[src/hw/cpu_consts.svh]
`ifndef CPU_CONSTS_SVH
`define CPU_CONSTS_SVH

// -------------------
// datapath sizes
// -------------------
`define WORD_W          16      // data and address width
`define REG_N           4       // architectural registers
`define REG_AW          2       // register address width

// -------------------
// instruction fields
// -------------------
`define OPC_MSB         15
`define OPC_LSB         12
`define RS_MSB          11
`define RS_LSB          10
`define RT_MSB          9
`define RT_LSB          8
`define RD_MSB          7
`define RD_LSB          6
`define FUNC_MSB        5
`define FUNC_LSB        0
`define IMM_MSB         7
`define IMM_LSB         0

`define RESET_PC        16'h0000        // first fetch address

`endif

[src/hw/isa_pkg.sv]
`include "cpu_consts.svh"

package isa_pkg;

        // major opcodes, only the kept ones
        typedef enum logic [`OPC_MSB-`OPC_LSB:0] {
                OPC_ADI   = 4'd4,
                OPC_ORI   = 4'd5,
                OPC_LHI   = 4'd6,
                OPC_RTYPE = 4'd15
        } opcode_e;

        // function field of r-type words
        typedef enum logic [`FUNC_MSB-`FUNC_LSB:0] {
                FUNC_ADD = 6'd0,
                FUNC_SUB = 6'd1,
                FUNC_AND = 6'd2,
                FUNC_ORR = 6'd3,
                FUNC_NOT = 6'd4,
                FUNC_TCP = 6'd5,
                FUNC_SHL = 6'd6,
                FUNC_SHR = 6'd7,
                FUNC_WWD = 6'd28,
                FUNC_HLT = 6'd29
        } func_e;

        // operation selected in execute
        typedef enum logic [3:0] {
                ALU_ADD,
                ALU_SUB,
                ALU_AND,
                ALU_OR,
                ALU_NOT,
                ALU_TCP,
                ALU_SHL,
                ALU_SHR,
                ALU_LHI         // immediate into upper byte
        } alu_op_e;

endpackage

[src/hw/pipe_pkg.sv]
`include "cpu_consts.svh"

package pipe_pkg;

        // decode -> execute
        typedef struct packed {
                logic                   valid;
                isa_pkg::alu_op_e       alu_op;
                logic [`REG_AW-1:0]     rs;
                logic [`REG_AW-1:0]     rt;
                logic [`REG_AW-1:0]     dest;   // rd or rt, already chosen
                logic                   reg_write;
                logic                   use_imm;
                logic [`WORD_W-1:0]     imm;    // extended immediate
                logic                   wwd;
                logic                   halt;
                logic [`WORD_W-1:0]     opa;    // register value of rs
                logic [`WORD_W-1:0]     opb;    // register value of rt
        } id_ex_t;

        // execute -> writeback
        typedef struct packed {
                logic                   valid;
                logic [`REG_AW-1:0]     dest;
                logic                   reg_write;
                logic [`WORD_W-1:0]     result;
                logic                   wwd;
                logic                   halt;
        } ex_wb_t;

endpackage

[src/hw/rf_if.sv]
`timescale 1ns/100ps
`include "cpu_consts.svh"

interface rf_if;

        // read side, both combinational
        logic [`REG_AW-1:0]     rd_addr_a;
        logic [`REG_AW-1:0]     rd_addr_b;
        logic [`WORD_W-1:0]     rd_data_a;
        logic [`WORD_W-1:0]     rd_data_b;

        // write side, taken at the clock edge
        logic                   wr_en;
        logic [`REG_AW-1:0]     wr_addr;
        logic [`WORD_W-1:0]     wr_data;

        modport decode (output rd_addr_a, rd_addr_b, input rd_data_a, rd_data_b);

        modport writeback (output wr_en, wr_addr, wr_data);

        modport regfile (
                input  rd_addr_a, rd_addr_b, wr_en, wr_addr, wr_data,
                output rd_data_a, rd_data_b
        );

endinterface

[src/hw/fetch_unit.sv]
`timescale 1ns/100ps
`include "cpu_consts.svh"

module fetch_unit (
        input  logic                    clk,
        input  logic                    reset_n,
        input  logic [`WORD_W-1:0]      i_instr,
        input  logic                    i_halt_seen,
        output logic [`WORD_W-1:0]      o_pc,
        output logic                    o_read,
        output logic [`WORD_W-1:0]      o_instr,
        output logic                    o_valid
);

        logic [`WORD_W-1:0]     pc_q;
        logic                   started_q;      // first cycle out of reset is idle
        logic                   halted_q;       // sticky once HLT was decoded

        // no new fetch once HLT sits in decode
        assign o_read = started_q & ~halted_q & ~i_halt_seen;
        assign o_pc   = pc_q;

        always_ff @(posedge clk) begin
                if (!reset_n) begin
                        pc_q      <= `RESET_PC;
                        started_q <= 1'b0;
                        halted_q  <= 1'b0;
                        o_valid   <= 1'b0;
                end else begin
                        started_q <= 1'b1;
                        if (i_halt_seen) begin
                                halted_q <= 1'b1;
                        end
                        if (o_read) begin
                                pc_q <= pc_q + 1'b1;    // pc hold otherwise
                        end
                        o_valid <= o_read;              // bubble when not reading
                end
        end

        // --------------------
        // IF/ID payload
        // --------------------
        always_ff @(posedge clk) begin
                o_instr <= i_instr;
        end

endmodule

[src/hw/decode_stage.sv]
`timescale 1ns/100ps
`include "cpu_consts.svh"

module decode_stage (
        input  logic                    clk,
        input  logic                    reset_n,
        input  logic [`WORD_W-1:0]      i_instr,
        input  logic                    i_valid,
        output logic                    o_halt_seen,
        rf_if.decode                    rf,
        output pipe_pkg::id_ex_t        o_id_ex
);

        import isa_pkg::*;
        import pipe_pkg::*;

        localparam int IMM_W = `IMM_MSB - `IMM_LSB + 1;

        opcode_e                opcode;
        func_e                  func;
        logic [`REG_AW-1:0]     rs;
        logic [`REG_AW-1:0]     rt;
        logic [`REG_AW-1:0]     rd;
        logic [IMM_W-1:0]       imm8;
        logic [`WORD_W-1:0]     imm_sext;
        logic [`WORD_W-1:0]     imm_zext;
        logic                   known;
        id_ex_t                 id_ex_d;
        id_ex_t                 id_ex_q;

        // --------------------
        // field split
        // --------------------
        assign opcode   = opcode_e'(i_instr[`OPC_MSB:`OPC_LSB]);
        assign func     = func_e'(i_instr[`FUNC_MSB:`FUNC_LSB]);
        assign rs       = i_instr[`RS_MSB:`RS_LSB];
        assign rt       = i_instr[`RT_MSB:`RT_LSB];
        assign rd       = i_instr[`RD_MSB:`RD_LSB];
        assign imm8     = i_instr[`IMM_MSB:`IMM_LSB];
        assign imm_sext = {{(`WORD_W-IMM_W){imm8[IMM_W-1]}}, imm8};
        assign imm_zext = {{(`WORD_W-IMM_W){1'b0}}, imm8};

        // operand reads, write-through handled in the register file
        assign rf.rd_addr_a = rs;
        assign rf.rd_addr_b = rt;

        always_comb begin
                known        = 1'b0;
                id_ex_d      = '0;
                id_ex_d.rs   = rs;
                id_ex_d.rt   = rt;
                id_ex_d.dest = rd;
                id_ex_d.imm  = imm_sext;
                id_ex_d.opa  = rf.rd_data_a;
                id_ex_d.opb  = rf.rd_data_b;
                case (opcode)
                OPC_ADI, OPC_ORI, OPC_LHI: begin
                        known             = 1'b1;
                        id_ex_d.dest      = rt;         // i-type writes rt
                        id_ex_d.reg_write = 1'b1;
                        id_ex_d.use_imm   = 1'b1;
                        if (opcode == OPC_ADI) begin
                                id_ex_d.alu_op = ALU_ADD;
                        end else begin
                                id_ex_d.imm    = imm_zext;
                                id_ex_d.alu_op = (opcode == OPC_ORI) ? ALU_OR : ALU_LHI;
                        end
                end
                OPC_RTYPE: begin
                        known             = 1'b1;
                        id_ex_d.reg_write = 1'b1;
                        case (func)
                        FUNC_ADD: id_ex_d.alu_op = ALU_ADD;
                        FUNC_SUB: id_ex_d.alu_op = ALU_SUB;
                        FUNC_AND: id_ex_d.alu_op = ALU_AND;
                        FUNC_ORR: id_ex_d.alu_op = ALU_OR;
                        FUNC_NOT: id_ex_d.alu_op = ALU_NOT;
                        FUNC_TCP: id_ex_d.alu_op = ALU_TCP;
                        FUNC_SHL: id_ex_d.alu_op = ALU_SHL;
                        FUNC_SHR: id_ex_d.alu_op = ALU_SHR;
                        FUNC_WWD: begin
                                id_ex_d.reg_write = 1'b0;
                                id_ex_d.wwd       = 1'b1;
                        end
                        FUNC_HLT: begin
                                id_ex_d.reg_write = 1'b0;
                                id_ex_d.halt      = 1'b1;
                        end
                        default: known = 1'b0;
                        endcase
                end
                default: known = 1'b0;          // unknown word, becomes a bubble
                endcase
                id_ex_d.valid = i_valid & known;
        end

        assign o_halt_seen = id_ex_d.valid & id_ex_d.halt;

        // --------------------
        // ID/EX register
        // --------------------
        always_ff @(posedge clk) begin
                if (!reset_n) begin
                        id_ex_q.valid <= 1'b0;
                end else begin
                        id_ex_q <= id_ex_d;
                end
        end

        assign o_id_ex = id_ex_q;

endmodule

[src/hw/reg_file.sv]
`timescale 1ns/100ps
`include "cpu_consts.svh"

module reg_file (
        input  logic    clk,
        input  logic    reset_n,
        rf_if.regfile   rf
);

        logic [`WORD_W-1:0]     regs [`REG_N];

        always_ff @(posedge clk) begin
                if (!reset_n) begin
                        for (int i = 0; i < `REG_N; i++) begin
                                regs[i] <= '0;
                        end
                end else if (rf.wr_en) begin
                        regs[rf.wr_addr] <= rf.wr_data;
                end
        end

        // same-cycle write wins over the stored word
        assign rf.rd_data_a = (rf.wr_en && rf.wr_addr == rf.rd_addr_a) ? rf.wr_data
                                                                       : regs[rf.rd_addr_a];
        assign rf.rd_data_b = (rf.wr_en && rf.wr_addr == rf.rd_addr_b) ? rf.wr_data
                                                                       : regs[rf.rd_addr_b];

endmodule

[src/hw/execute_stage.sv]
`timescale 1ns/100ps
`include "cpu_consts.svh"

module execute_stage (
        input  logic                    clk,
        input  logic                    reset_n,
        input  pipe_pkg::id_ex_t        i_id_ex,
        output pipe_pkg::ex_wb_t        o_ex_wb
);

        import isa_pkg::*;
        import pipe_pkg::*;

        logic                   fwd_a;
        logic                   fwd_b;
        logic [`WORD_W-1:0]     op_a;
        logic [`WORD_W-1:0]     op_b_reg;
        logic [`WORD_W-1:0]     op_b;
        logic [`WORD_W-1:0]     alu_y;
        ex_wb_t                 ex_wb_d;
        ex_wb_t                 ex_wb_q;

        // --------------------
        // forwarding
        // --------------------
        // only the previous instruction needs it, older ones come via write-through
        assign fwd_a = ex_wb_q.valid && ex_wb_q.reg_write && (ex_wb_q.dest == i_id_ex.rs);
        assign fwd_b = ex_wb_q.valid && ex_wb_q.reg_write && (ex_wb_q.dest == i_id_ex.rt);

        assign op_a     = fwd_a ? ex_wb_q.result : i_id_ex.opa;
        assign op_b_reg = fwd_b ? ex_wb_q.result : i_id_ex.opb;
        assign op_b     = i_id_ex.use_imm ? i_id_ex.imm : op_b_reg;

        // --------------------
        // ALU
        // --------------------
        always_comb begin
                case (i_id_ex.alu_op)
                ALU_ADD: alu_y = op_a + op_b;           // wraps at word width
                ALU_SUB: alu_y = op_a - op_b;
                ALU_AND: alu_y = op_a & op_b;
                ALU_OR:  alu_y = op_a | op_b;
                ALU_NOT: alu_y = ~op_a;
                ALU_TCP: alu_y = ~op_a + 1'b1;
                ALU_SHL: alu_y = {op_a[`WORD_W-2:0], 1'b0};
                ALU_SHR: alu_y = {op_a[`WORD_W-1], op_a[`WORD_W-1:1]};  // keeps sign
                ALU_LHI: alu_y = {op_b[`WORD_W/2-1:0], {(`WORD_W/2){1'b0}}};
                default: alu_y = '0;
                endcase
        end

        always_comb begin
                ex_wb_d.valid     = i_id_ex.valid;
                ex_wb_d.dest      = i_id_ex.dest;
                ex_wb_d.reg_write = i_id_ex.reg_write;
                ex_wb_d.result    = i_id_ex.wwd ? op_a : alu_y;       // WWD passes A
                ex_wb_d.wwd       = i_id_ex.wwd;
                ex_wb_d.halt      = i_id_ex.halt;
        end

        // --------------------
        // EX/WB register
        // --------------------
        always_ff @(posedge clk) begin
                if (!reset_n) begin
                        ex_wb_q.valid <= 1'b0;
                end else begin
                        ex_wb_q <= ex_wb_d;
                end
        end

        assign o_ex_wb = ex_wb_q;

endmodule

[src/hw/writeback_stage.sv]
`timescale 1ns/100ps
`include "cpu_consts.svh"

module writeback_stage (
        input  logic                    clk,
        input  logic                    reset_n,
        input  pipe_pkg::ex_wb_t        i_ex_wb,
        rf_if.writeback                 rf,
        output logic [`WORD_W-1:0]      o_output_port,
        output logic                    o_wwd_valid,
        output logic [`WORD_W-1:0]      o_num_inst,
        output logic                    o_is_halted
);

        import pipe_pkg::*;

        logic   retire;
        logic   is_wwd;

        assign retire = i_ex_wb.valid;
        assign is_wwd = i_ex_wb.valid & i_ex_wb.wwd;

        // register write lands at the edge that retires the instruction
        assign rf.wr_en   = i_ex_wb.valid & i_ex_wb.reg_write;
        assign rf.wr_addr = i_ex_wb.dest;
        assign rf.wr_data = i_ex_wb.result;

        always_ff @(posedge clk) begin
                if (!reset_n) begin
                        o_output_port <= '0;
                        o_wwd_valid   <= 1'b0;
                        o_num_inst    <= '0;
                        o_is_halted   <= 1'b0;
                end else begin
                        o_wwd_valid <= is_wwd;          // one-cycle strobe
                        if (is_wwd) begin
                                o_output_port <= i_ex_wb.result;
                        end
                        if (retire) begin
                                o_num_inst <= o_num_inst + 1'b1;
                        end
                        // held until the next reset
                        if (retire && i_ex_wb.halt) begin
                                o_is_halted <= 1'b1;
                        end
                end
        end

endmodule

[src/hw/cpu_top.sv]
`timescale 1ns/100ps
`include "cpu_consts.svh"

module cpu_top (
        input  logic                    clk,
        input  logic                    reset_n,
        output logic [`WORD_W-1:0]      o_i_address,
        output logic                    o_i_readM,
        input  logic [`WORD_W-1:0]      i_i_data,
        output logic [`WORD_W-1:0]      o_output_port,
        output logic                    o_wwd_valid,
        output logic [`WORD_W-1:0]      o_num_inst,
        output logic                    o_is_halted
);

        import pipe_pkg::*;

        logic [`WORD_W-1:0]     if_instr;
        logic                   if_valid;
        logic                   halt_seen;
        id_ex_t                 id_ex;
        ex_wb_t                 ex_wb;

        rf_if rf_bus ();

        // --------------------
        // input side
        // --------------------
        fetch_unit u_fetch (
                .clk            (clk),
                .reset_n        (reset_n),
                .i_instr        (i_i_data),
                .i_halt_seen    (halt_seen),
                .o_pc           (o_i_address),
                .o_read         (o_i_readM),
                .o_instr        (if_instr),
                .o_valid        (if_valid)
        );

        // --------------------
        // processing
        // --------------------
        decode_stage u_decode (
                .clk            (clk),
                .reset_n        (reset_n),
                .i_instr        (if_instr),
                .i_valid        (if_valid),
                .o_halt_seen    (halt_seen),
                .rf             (rf_bus.decode),
                .o_id_ex        (id_ex)
        );

        reg_file u_reg_file (
                .clk            (clk),
                .reset_n        (reset_n),
                .rf             (rf_bus.regfile)
        );

        execute_stage u_execute (
                .clk            (clk),
                .reset_n        (reset_n),
                .i_id_ex        (id_ex),
                .o_ex_wb        (ex_wb)
        );

        // --------------------
        // output side
        // --------------------
        writeback_stage u_writeback (
                .clk            (clk),
                .reset_n        (reset_n),
                .i_ex_wb        (ex_wb),
                .rf             (rf_bus.writeback),
                .o_output_port  (o_output_port),
                .o_wwd_valid    (o_wwd_valid),
                .o_num_inst     (o_num_inst),
                .o_is_halted    (o_is_halted)
        );

endmodule

[config.mk]
export PLATFORM = sky130hd
export DESIGN_NAME = cpu_top
export DESIGN_NICKNAME = d
export VERILOG_FILES = /design/src/hw/isa_pkg.sv /design/src/hw/pipe_pkg.sv /design/src/hw/rf_if.sv /design/src/hw/fetch_unit.sv /design/src/hw/decode_stage.sv /design/src/hw/reg_file.sv /design/src/hw/execute_stage.sv /design/src/hw/writeback_stage.sv /design/src/hw/cpu_top.sv
export VERILOG_INCLUDE_DIRS = /design/src /design/src/hw
export SDC_FILE = /design/constraint.sdc
export NUM_CORES = 1
export LEC_CHECK = 0
export BUFFER_PORTS_ARGS = -buffer_cell sky130_fd_sc_hd__buf_2
export CAP_MARGIN = 15
export CORE_MARGIN = 2
export CORE_UTILIZATION = 45
export DETAILED_ROUTE_END_ITERATION = 12
export PLACE_DENSITY_LB_ADDON = 0.3
export SLEW_MARGIN = 0
export SYNTH_ARGS = -nofsm -noshare
export SYNTH_HDL_FRONTEND = slang
export SYNTH_SLANG_ARGS = --single-unit
[constraint.sdc]
create_clock -name clk -period 4.2 [get_ports clk]
set_input_delay 0.84 -clock clk [delete_from_list [all_inputs] [get_ports clk]]
set_output_delay 0.84 -clock clk [all_outputs]
set_load 0.02 [all_outputs]
==> results_tabular.tex <==
\begin{tabular}{lr}
\hline
Metric & Value \\
\hline
\multicolumn{2}{l}{\textbf{Logic synthesis}} \\
\quad Yosys top cell by area & edfxtp\_1 \\
\quad Mean area per synthesized cell & 10.4 sq um \\
\quad Main combinational cell family by area after synthesis & simple AND/OR/NAND/NOR gates \\
\quad Count of cell types in the netlist & 74 \\
\quad Post-synth EDFFs & 140 \\
\quad Biggest area contributors in the synthesized netlist & edfxtp\_1 36\%, dfxtp\_1 12\%, mux4\_2 6.2\% \\
\quad Proportion of synthesized flip-flops having asynchronous set or reset & 0\% \\
\quad Post-synth design cell area & 11600 sq um \\
\quad Number of storage elements in the synthesis netlist & roughly 210 \\
\quad Most numerous cell in the Yosys netlist & edfxtp\_1 \\
\quad Most common flop cell mapped by yosys & edfxtp\_1 \\
\quad Post-synthesis share of cell area spent on full adders, half adders and majority gates & 3.30\% \\
\quad Multiplexer area fraction after synthesis & 8.60\% \\
\quad Number of instances in the synthesized netlist & roughly 1100 \\
\quad Area fraction in and, or, nand and nor cells after synthesis & a little under a fifth \\
\quad Net count after synthesis & about 1200 \\
\quad Area share of the largest cell type after synthesis & 36.3\% \\
\quad Ranking of synthesized cells by instance count & 140 x edfxtp\_1, 128 x nand2\_1, 88 x nor2\_1, 71 x dfxtp\_1, 62 x o21ai\_0 \\
\quad Post-synthesis compound-gate area fraction & 12.9\% \\
\quad Register area share after synthesis & 48.5\% \\
\quad Xor/xnor share of the synthesized area & 5.26\% \\
\quad Yosys warnings & 0 \\
\multicolumn{2}{l}{\textbf{CTS}} \\
\quad Buffer type at the clock tree root & clkbuf\_16 \\
\quad Cts bufs inserted & 23 \\
\quad Clock transition at path regs & $\sim$0.06 ns \\
\quad Sinks on the clock net & 211 \\
\quad TritonCTS clock tree & done \\
\quad Deepest level of the CTS H-tree & 1 \\
\quad Clock latency reported for the late side of the worst-skew pair & 0.52 ns \\
\quad Number of hold buffers added after CTS & 0 \\
\quad Buffer depth of the longest clock path & 3 \\
\multicolumn{2}{l}{\textbf{Place}} \\
\quad Final HPWL from detailed placement & 23800 um \\
\quad Last weighted congestion value of the routability-driven placer & 0.985 \\
\quad Setup slack after placement & -0.181 ns \\
\quad Placed Instances & 1530 \\
\quad IO buf count & 68 \\
\multicolumn{2}{l}{\textbf{Timing}} \\
\quad Actual transition at the worst max-transition pin & roughly 0.95 ns \\
\quad Normalized max-slew margin & between 30 and 40\% \\
\quad Final worst-path setup slack & between 0.1 and 0.15 ns \\
\quad Period utilization & between 90 and 100\% \\
\quad Final setup violation count & 0 \\
\quad Number of max-slew violations in the final report & 0 \\
\quad Worst-case clock skew & 0.0145 ns \\
\quad Number of hold-slack violations in the final timing report & 0 \\
\quad Time the final worst path needs with I/O delays and setup & 4.07 ns \\
\quad Highest Clock Rate & $\sim$0.25 GHz \\
\multicolumn{2}{l}{\textbf{Worst setup path}} \\
\quad Endpoint type of the worst setup path & flop \\
\quad CP bufs+invs & 3 \\
\quad Cell class contributing the biggest share of worst-path delay & compound AO/OA/AOI/OAI gates \\
\quad Type of the setup path with the least slack & flop to flop \\
\quad Crit path cell chain & xor2\_2 -> buf\_4 -> o31ai\_2 -> a31oi\_2 -> buf\_4 -> nor4\_2 -> buf\_4 -> and3\_4 -> nor2\_1 -> xnor2\_1 -> ha\_1 -> or3\_1 -> a2111o\_1 -> a31oi\_1 -> and4b\_1 -> a211oi\_2 \\
\quad Critical path arrival & 4.31 ns \\
\quad Standard cell with the maximum stage delay on the critical path & a2111o\_1 \\
\quad WP data required & about 4.4 ns \\
\quad Start of the worst register-to-register path & u\_decode.o\_id\_ex[54] \\
\quad Max FO, Critical Path & 6 \\
\quad Timing startpoint of the critical path & u\_decode.o\_id\_ex[54] \\
\quad Most frequent cell on the critical path & buf\_4 \\
\quad Stage delay of the slowest cell on the critical path & 0.47 ns \\
\quad Kind of start point of the critical path & flop \\
\multicolumn{2}{l}{\textbf{Detailed routing}} \\
\quad Final Routed Wirelength & 32700 um \\
\quad First-iteration detailed-routing DRC count & between 900 and 1000 \\
\quad Routed len/inst & 20.8 um \\
\quad DRC violations left & 0 \\
\quad Remaining antenna violation count after routing & 0 \\
\quad Number of detailed-routing iterations run before antenna repair & 5 \\
\quad Total vias in the final route & 9388 \\
\quad Vias per cell & 5.96 \\
\multicolumn{2}{l}{\textbf{Die}} \\
\quad Die Footprint & 27100 sq um \\
\quad Starting utilization of the core area & 45.9\% \\
\quad Number of rows in the core area & 58 \\
\quad Width of the chip & 165 um \\
\quad IO Pins & 69 \\
\quad Vertical die dimension & 165 um \\
\quad Area of the core & 25300 sq um \\
\multicolumn{2}{l}{\textbf{Final layout}} \\
\quad Signed area change from the synthesized netlist to the final layout & 17.4\% \\
\quad Final Non-Filler Cells & about 1600 \\
\quad Final Net Count & 1268 \\
\quad Number of diodes & 0 \\
\quad Share of cells above drive strength 1 & 21.4\% \\
\multicolumn{2}{l}{\textbf{GRT}} \\
\quad Number of antenna violations at the first check in global routing & 2 \\
\quad Total overflow reported by the global router & 0 \\
\quad Global-route wire length before repair & around 51000 um \\
\quad Global-route usage over all layers & around 25\% \\
\quad Via count of the first global-routing pass & about 9000 \\
\quad Pin count of the biggest net entering global routing & 54 \\
\multicolumn{2}{l}{\textbf{Pwr}} \\
\quad Leakage power total & 0.00526 uW \\
\quad Worst vdd rail ir drop & between 0.2 and 0.3 mV \\
\quad Power density over the cells & 395 nW/um\^{}2 \\
\multicolumn{2}{l}{\textbf{Worst hold path}} \\
\quad Tightest Hold Check Type & primary input to flop \\
\quad Hold Startpoint & i\_i\_data[1] \\
\multicolumn{2}{l}{\textbf{Flow run}} \\
\quad Max-cap violation count & 0 \\
\multicolumn{2}{l}{\textbf{Status}} \\
\quad Run status & complete, no violations \\
\hline
\end{tabular}
## flip-flops by register name, summed over array words and instances, names as in the netlist
register	flops
u_reg_file.regs	64
u_fetch.started_q	1
u_execute.o_ex_wb	22
u_writeback.o_is_halted	1
u_decode.o_id_ex	56
u_writeback.o_wwd_valid	1
u_writeback.o_output_port	16
u_writeback.o_num_inst	16
u_fetch.o_instr	16
u_fetch.o_pc	16
u_fetch.o_valid	1
u_fetch.halted_q	1
## metal layers
layer	track usage (%)	share of wire [%]	wire, um	vias to the layer above
met1	33.6	43	14000	4550
met5	0	0	0	-
li1	-	-	-	4355
met3	3.72	7.5	2460	83
met2	40.3	47	15200	400
met4	7.47	3.3	1070	0
## path summary, 6_finish.rpt
path / end / slack (ns) / cells after the start
worst min-delay path: u_fetch.o_instr[1] / 0.42 / 1
worst min register to register: u_execute.o_ex_wb[18] / 0.43 / 0
worst max register to register: u_execute.o_ex_wb[14] / 0.13 / 16
worst max-delay path: u_execute.o_ex_wb[14] / 0.13 / 16
## logic make-up after synthesis
group,count (synthesis)
fa+ha+maj,32
buf+inv,99
simple gates,420
compound gates,234
mux,57
flops,211
xor+xnor,67
## layout make-up
cell class                 instances  area, sq um
fill                            2220        11600
clock buffer                      25          604
multi-input combinational        810         5700
clock inverter                    17          201
tap                              330          413
sequential                       211         5630
inverter                          35          131
timing repair buffer             147          940
## placed cells by master, fill, tap and decap left out, types with 7 or more instances in the layout
cell type    n
inv_1       32
buf_4       79
a31oi_1     10
nor2b_1      9
xnor2_1     29
ha_1        20
and3_1      13
and2_1      59
maj3_1      10
mux2i_1     13
buf_2       67
a221oi_1     7
a22oi_1      9
a21oi_1     56
nor3_1      19
nor2_1      88
mux2_2      11
clkbuf_16   24
nand3_1     21
nand2b_1     8
o22ai_1      9
or3_1       15
nand2_1    127
o31ai_1     11
nand4_1     24
dfxtp_1     71
xor2_1      34
o21ai_0     56
edfxtp_1   140
nor4_1       7
mux4_2      32
## timing repair
action                     CTS  global route
setup endpoints to repair    1             7
resized for setup            3            24
pin swaps                    0             9
buffers inserted             0             3
## worst reg2reg max path, delay by kind of cell, from the launching register on
family / cells / cell delay [ns]
buffers and inverters: 3 / 0.51
XOR/XNOR: 2 / 0.38
AO/OA/AOI/OAI: 5 / 1.13
flip-flops: 1 / 0.46
AND/OR/NAND/NOR: 5 / 1.05
adder cells (fa/ha/maj): 1 / 0.26
## power by group
group | internal (uW) | total [uW] | switching, uW
registers | 2320 | 2410 | 97.4
clock network | 1290 | 2150 | 857
logic | 343 | 808 | 465
total | 3950 | 5370 | 1420
## per-stage QoR
step                utilization (%)  setup TNS (ns)  hold slack, ns  cell area [sq um]  power (uW)
finish                         53.9               0           0.420              13600        5370
global route                   53.9          -0.307           0.412              13600        5550
CTS                            53.4               0           0.411              13500        5360
detailed placement             50.2          -0.181           0.406              12700        3220
global placement               50.2               0           0.406              12700        3210
floorplan                         -               0           0.400              11600        2920
Note: power is estimated with default switching activity, not from simulation.
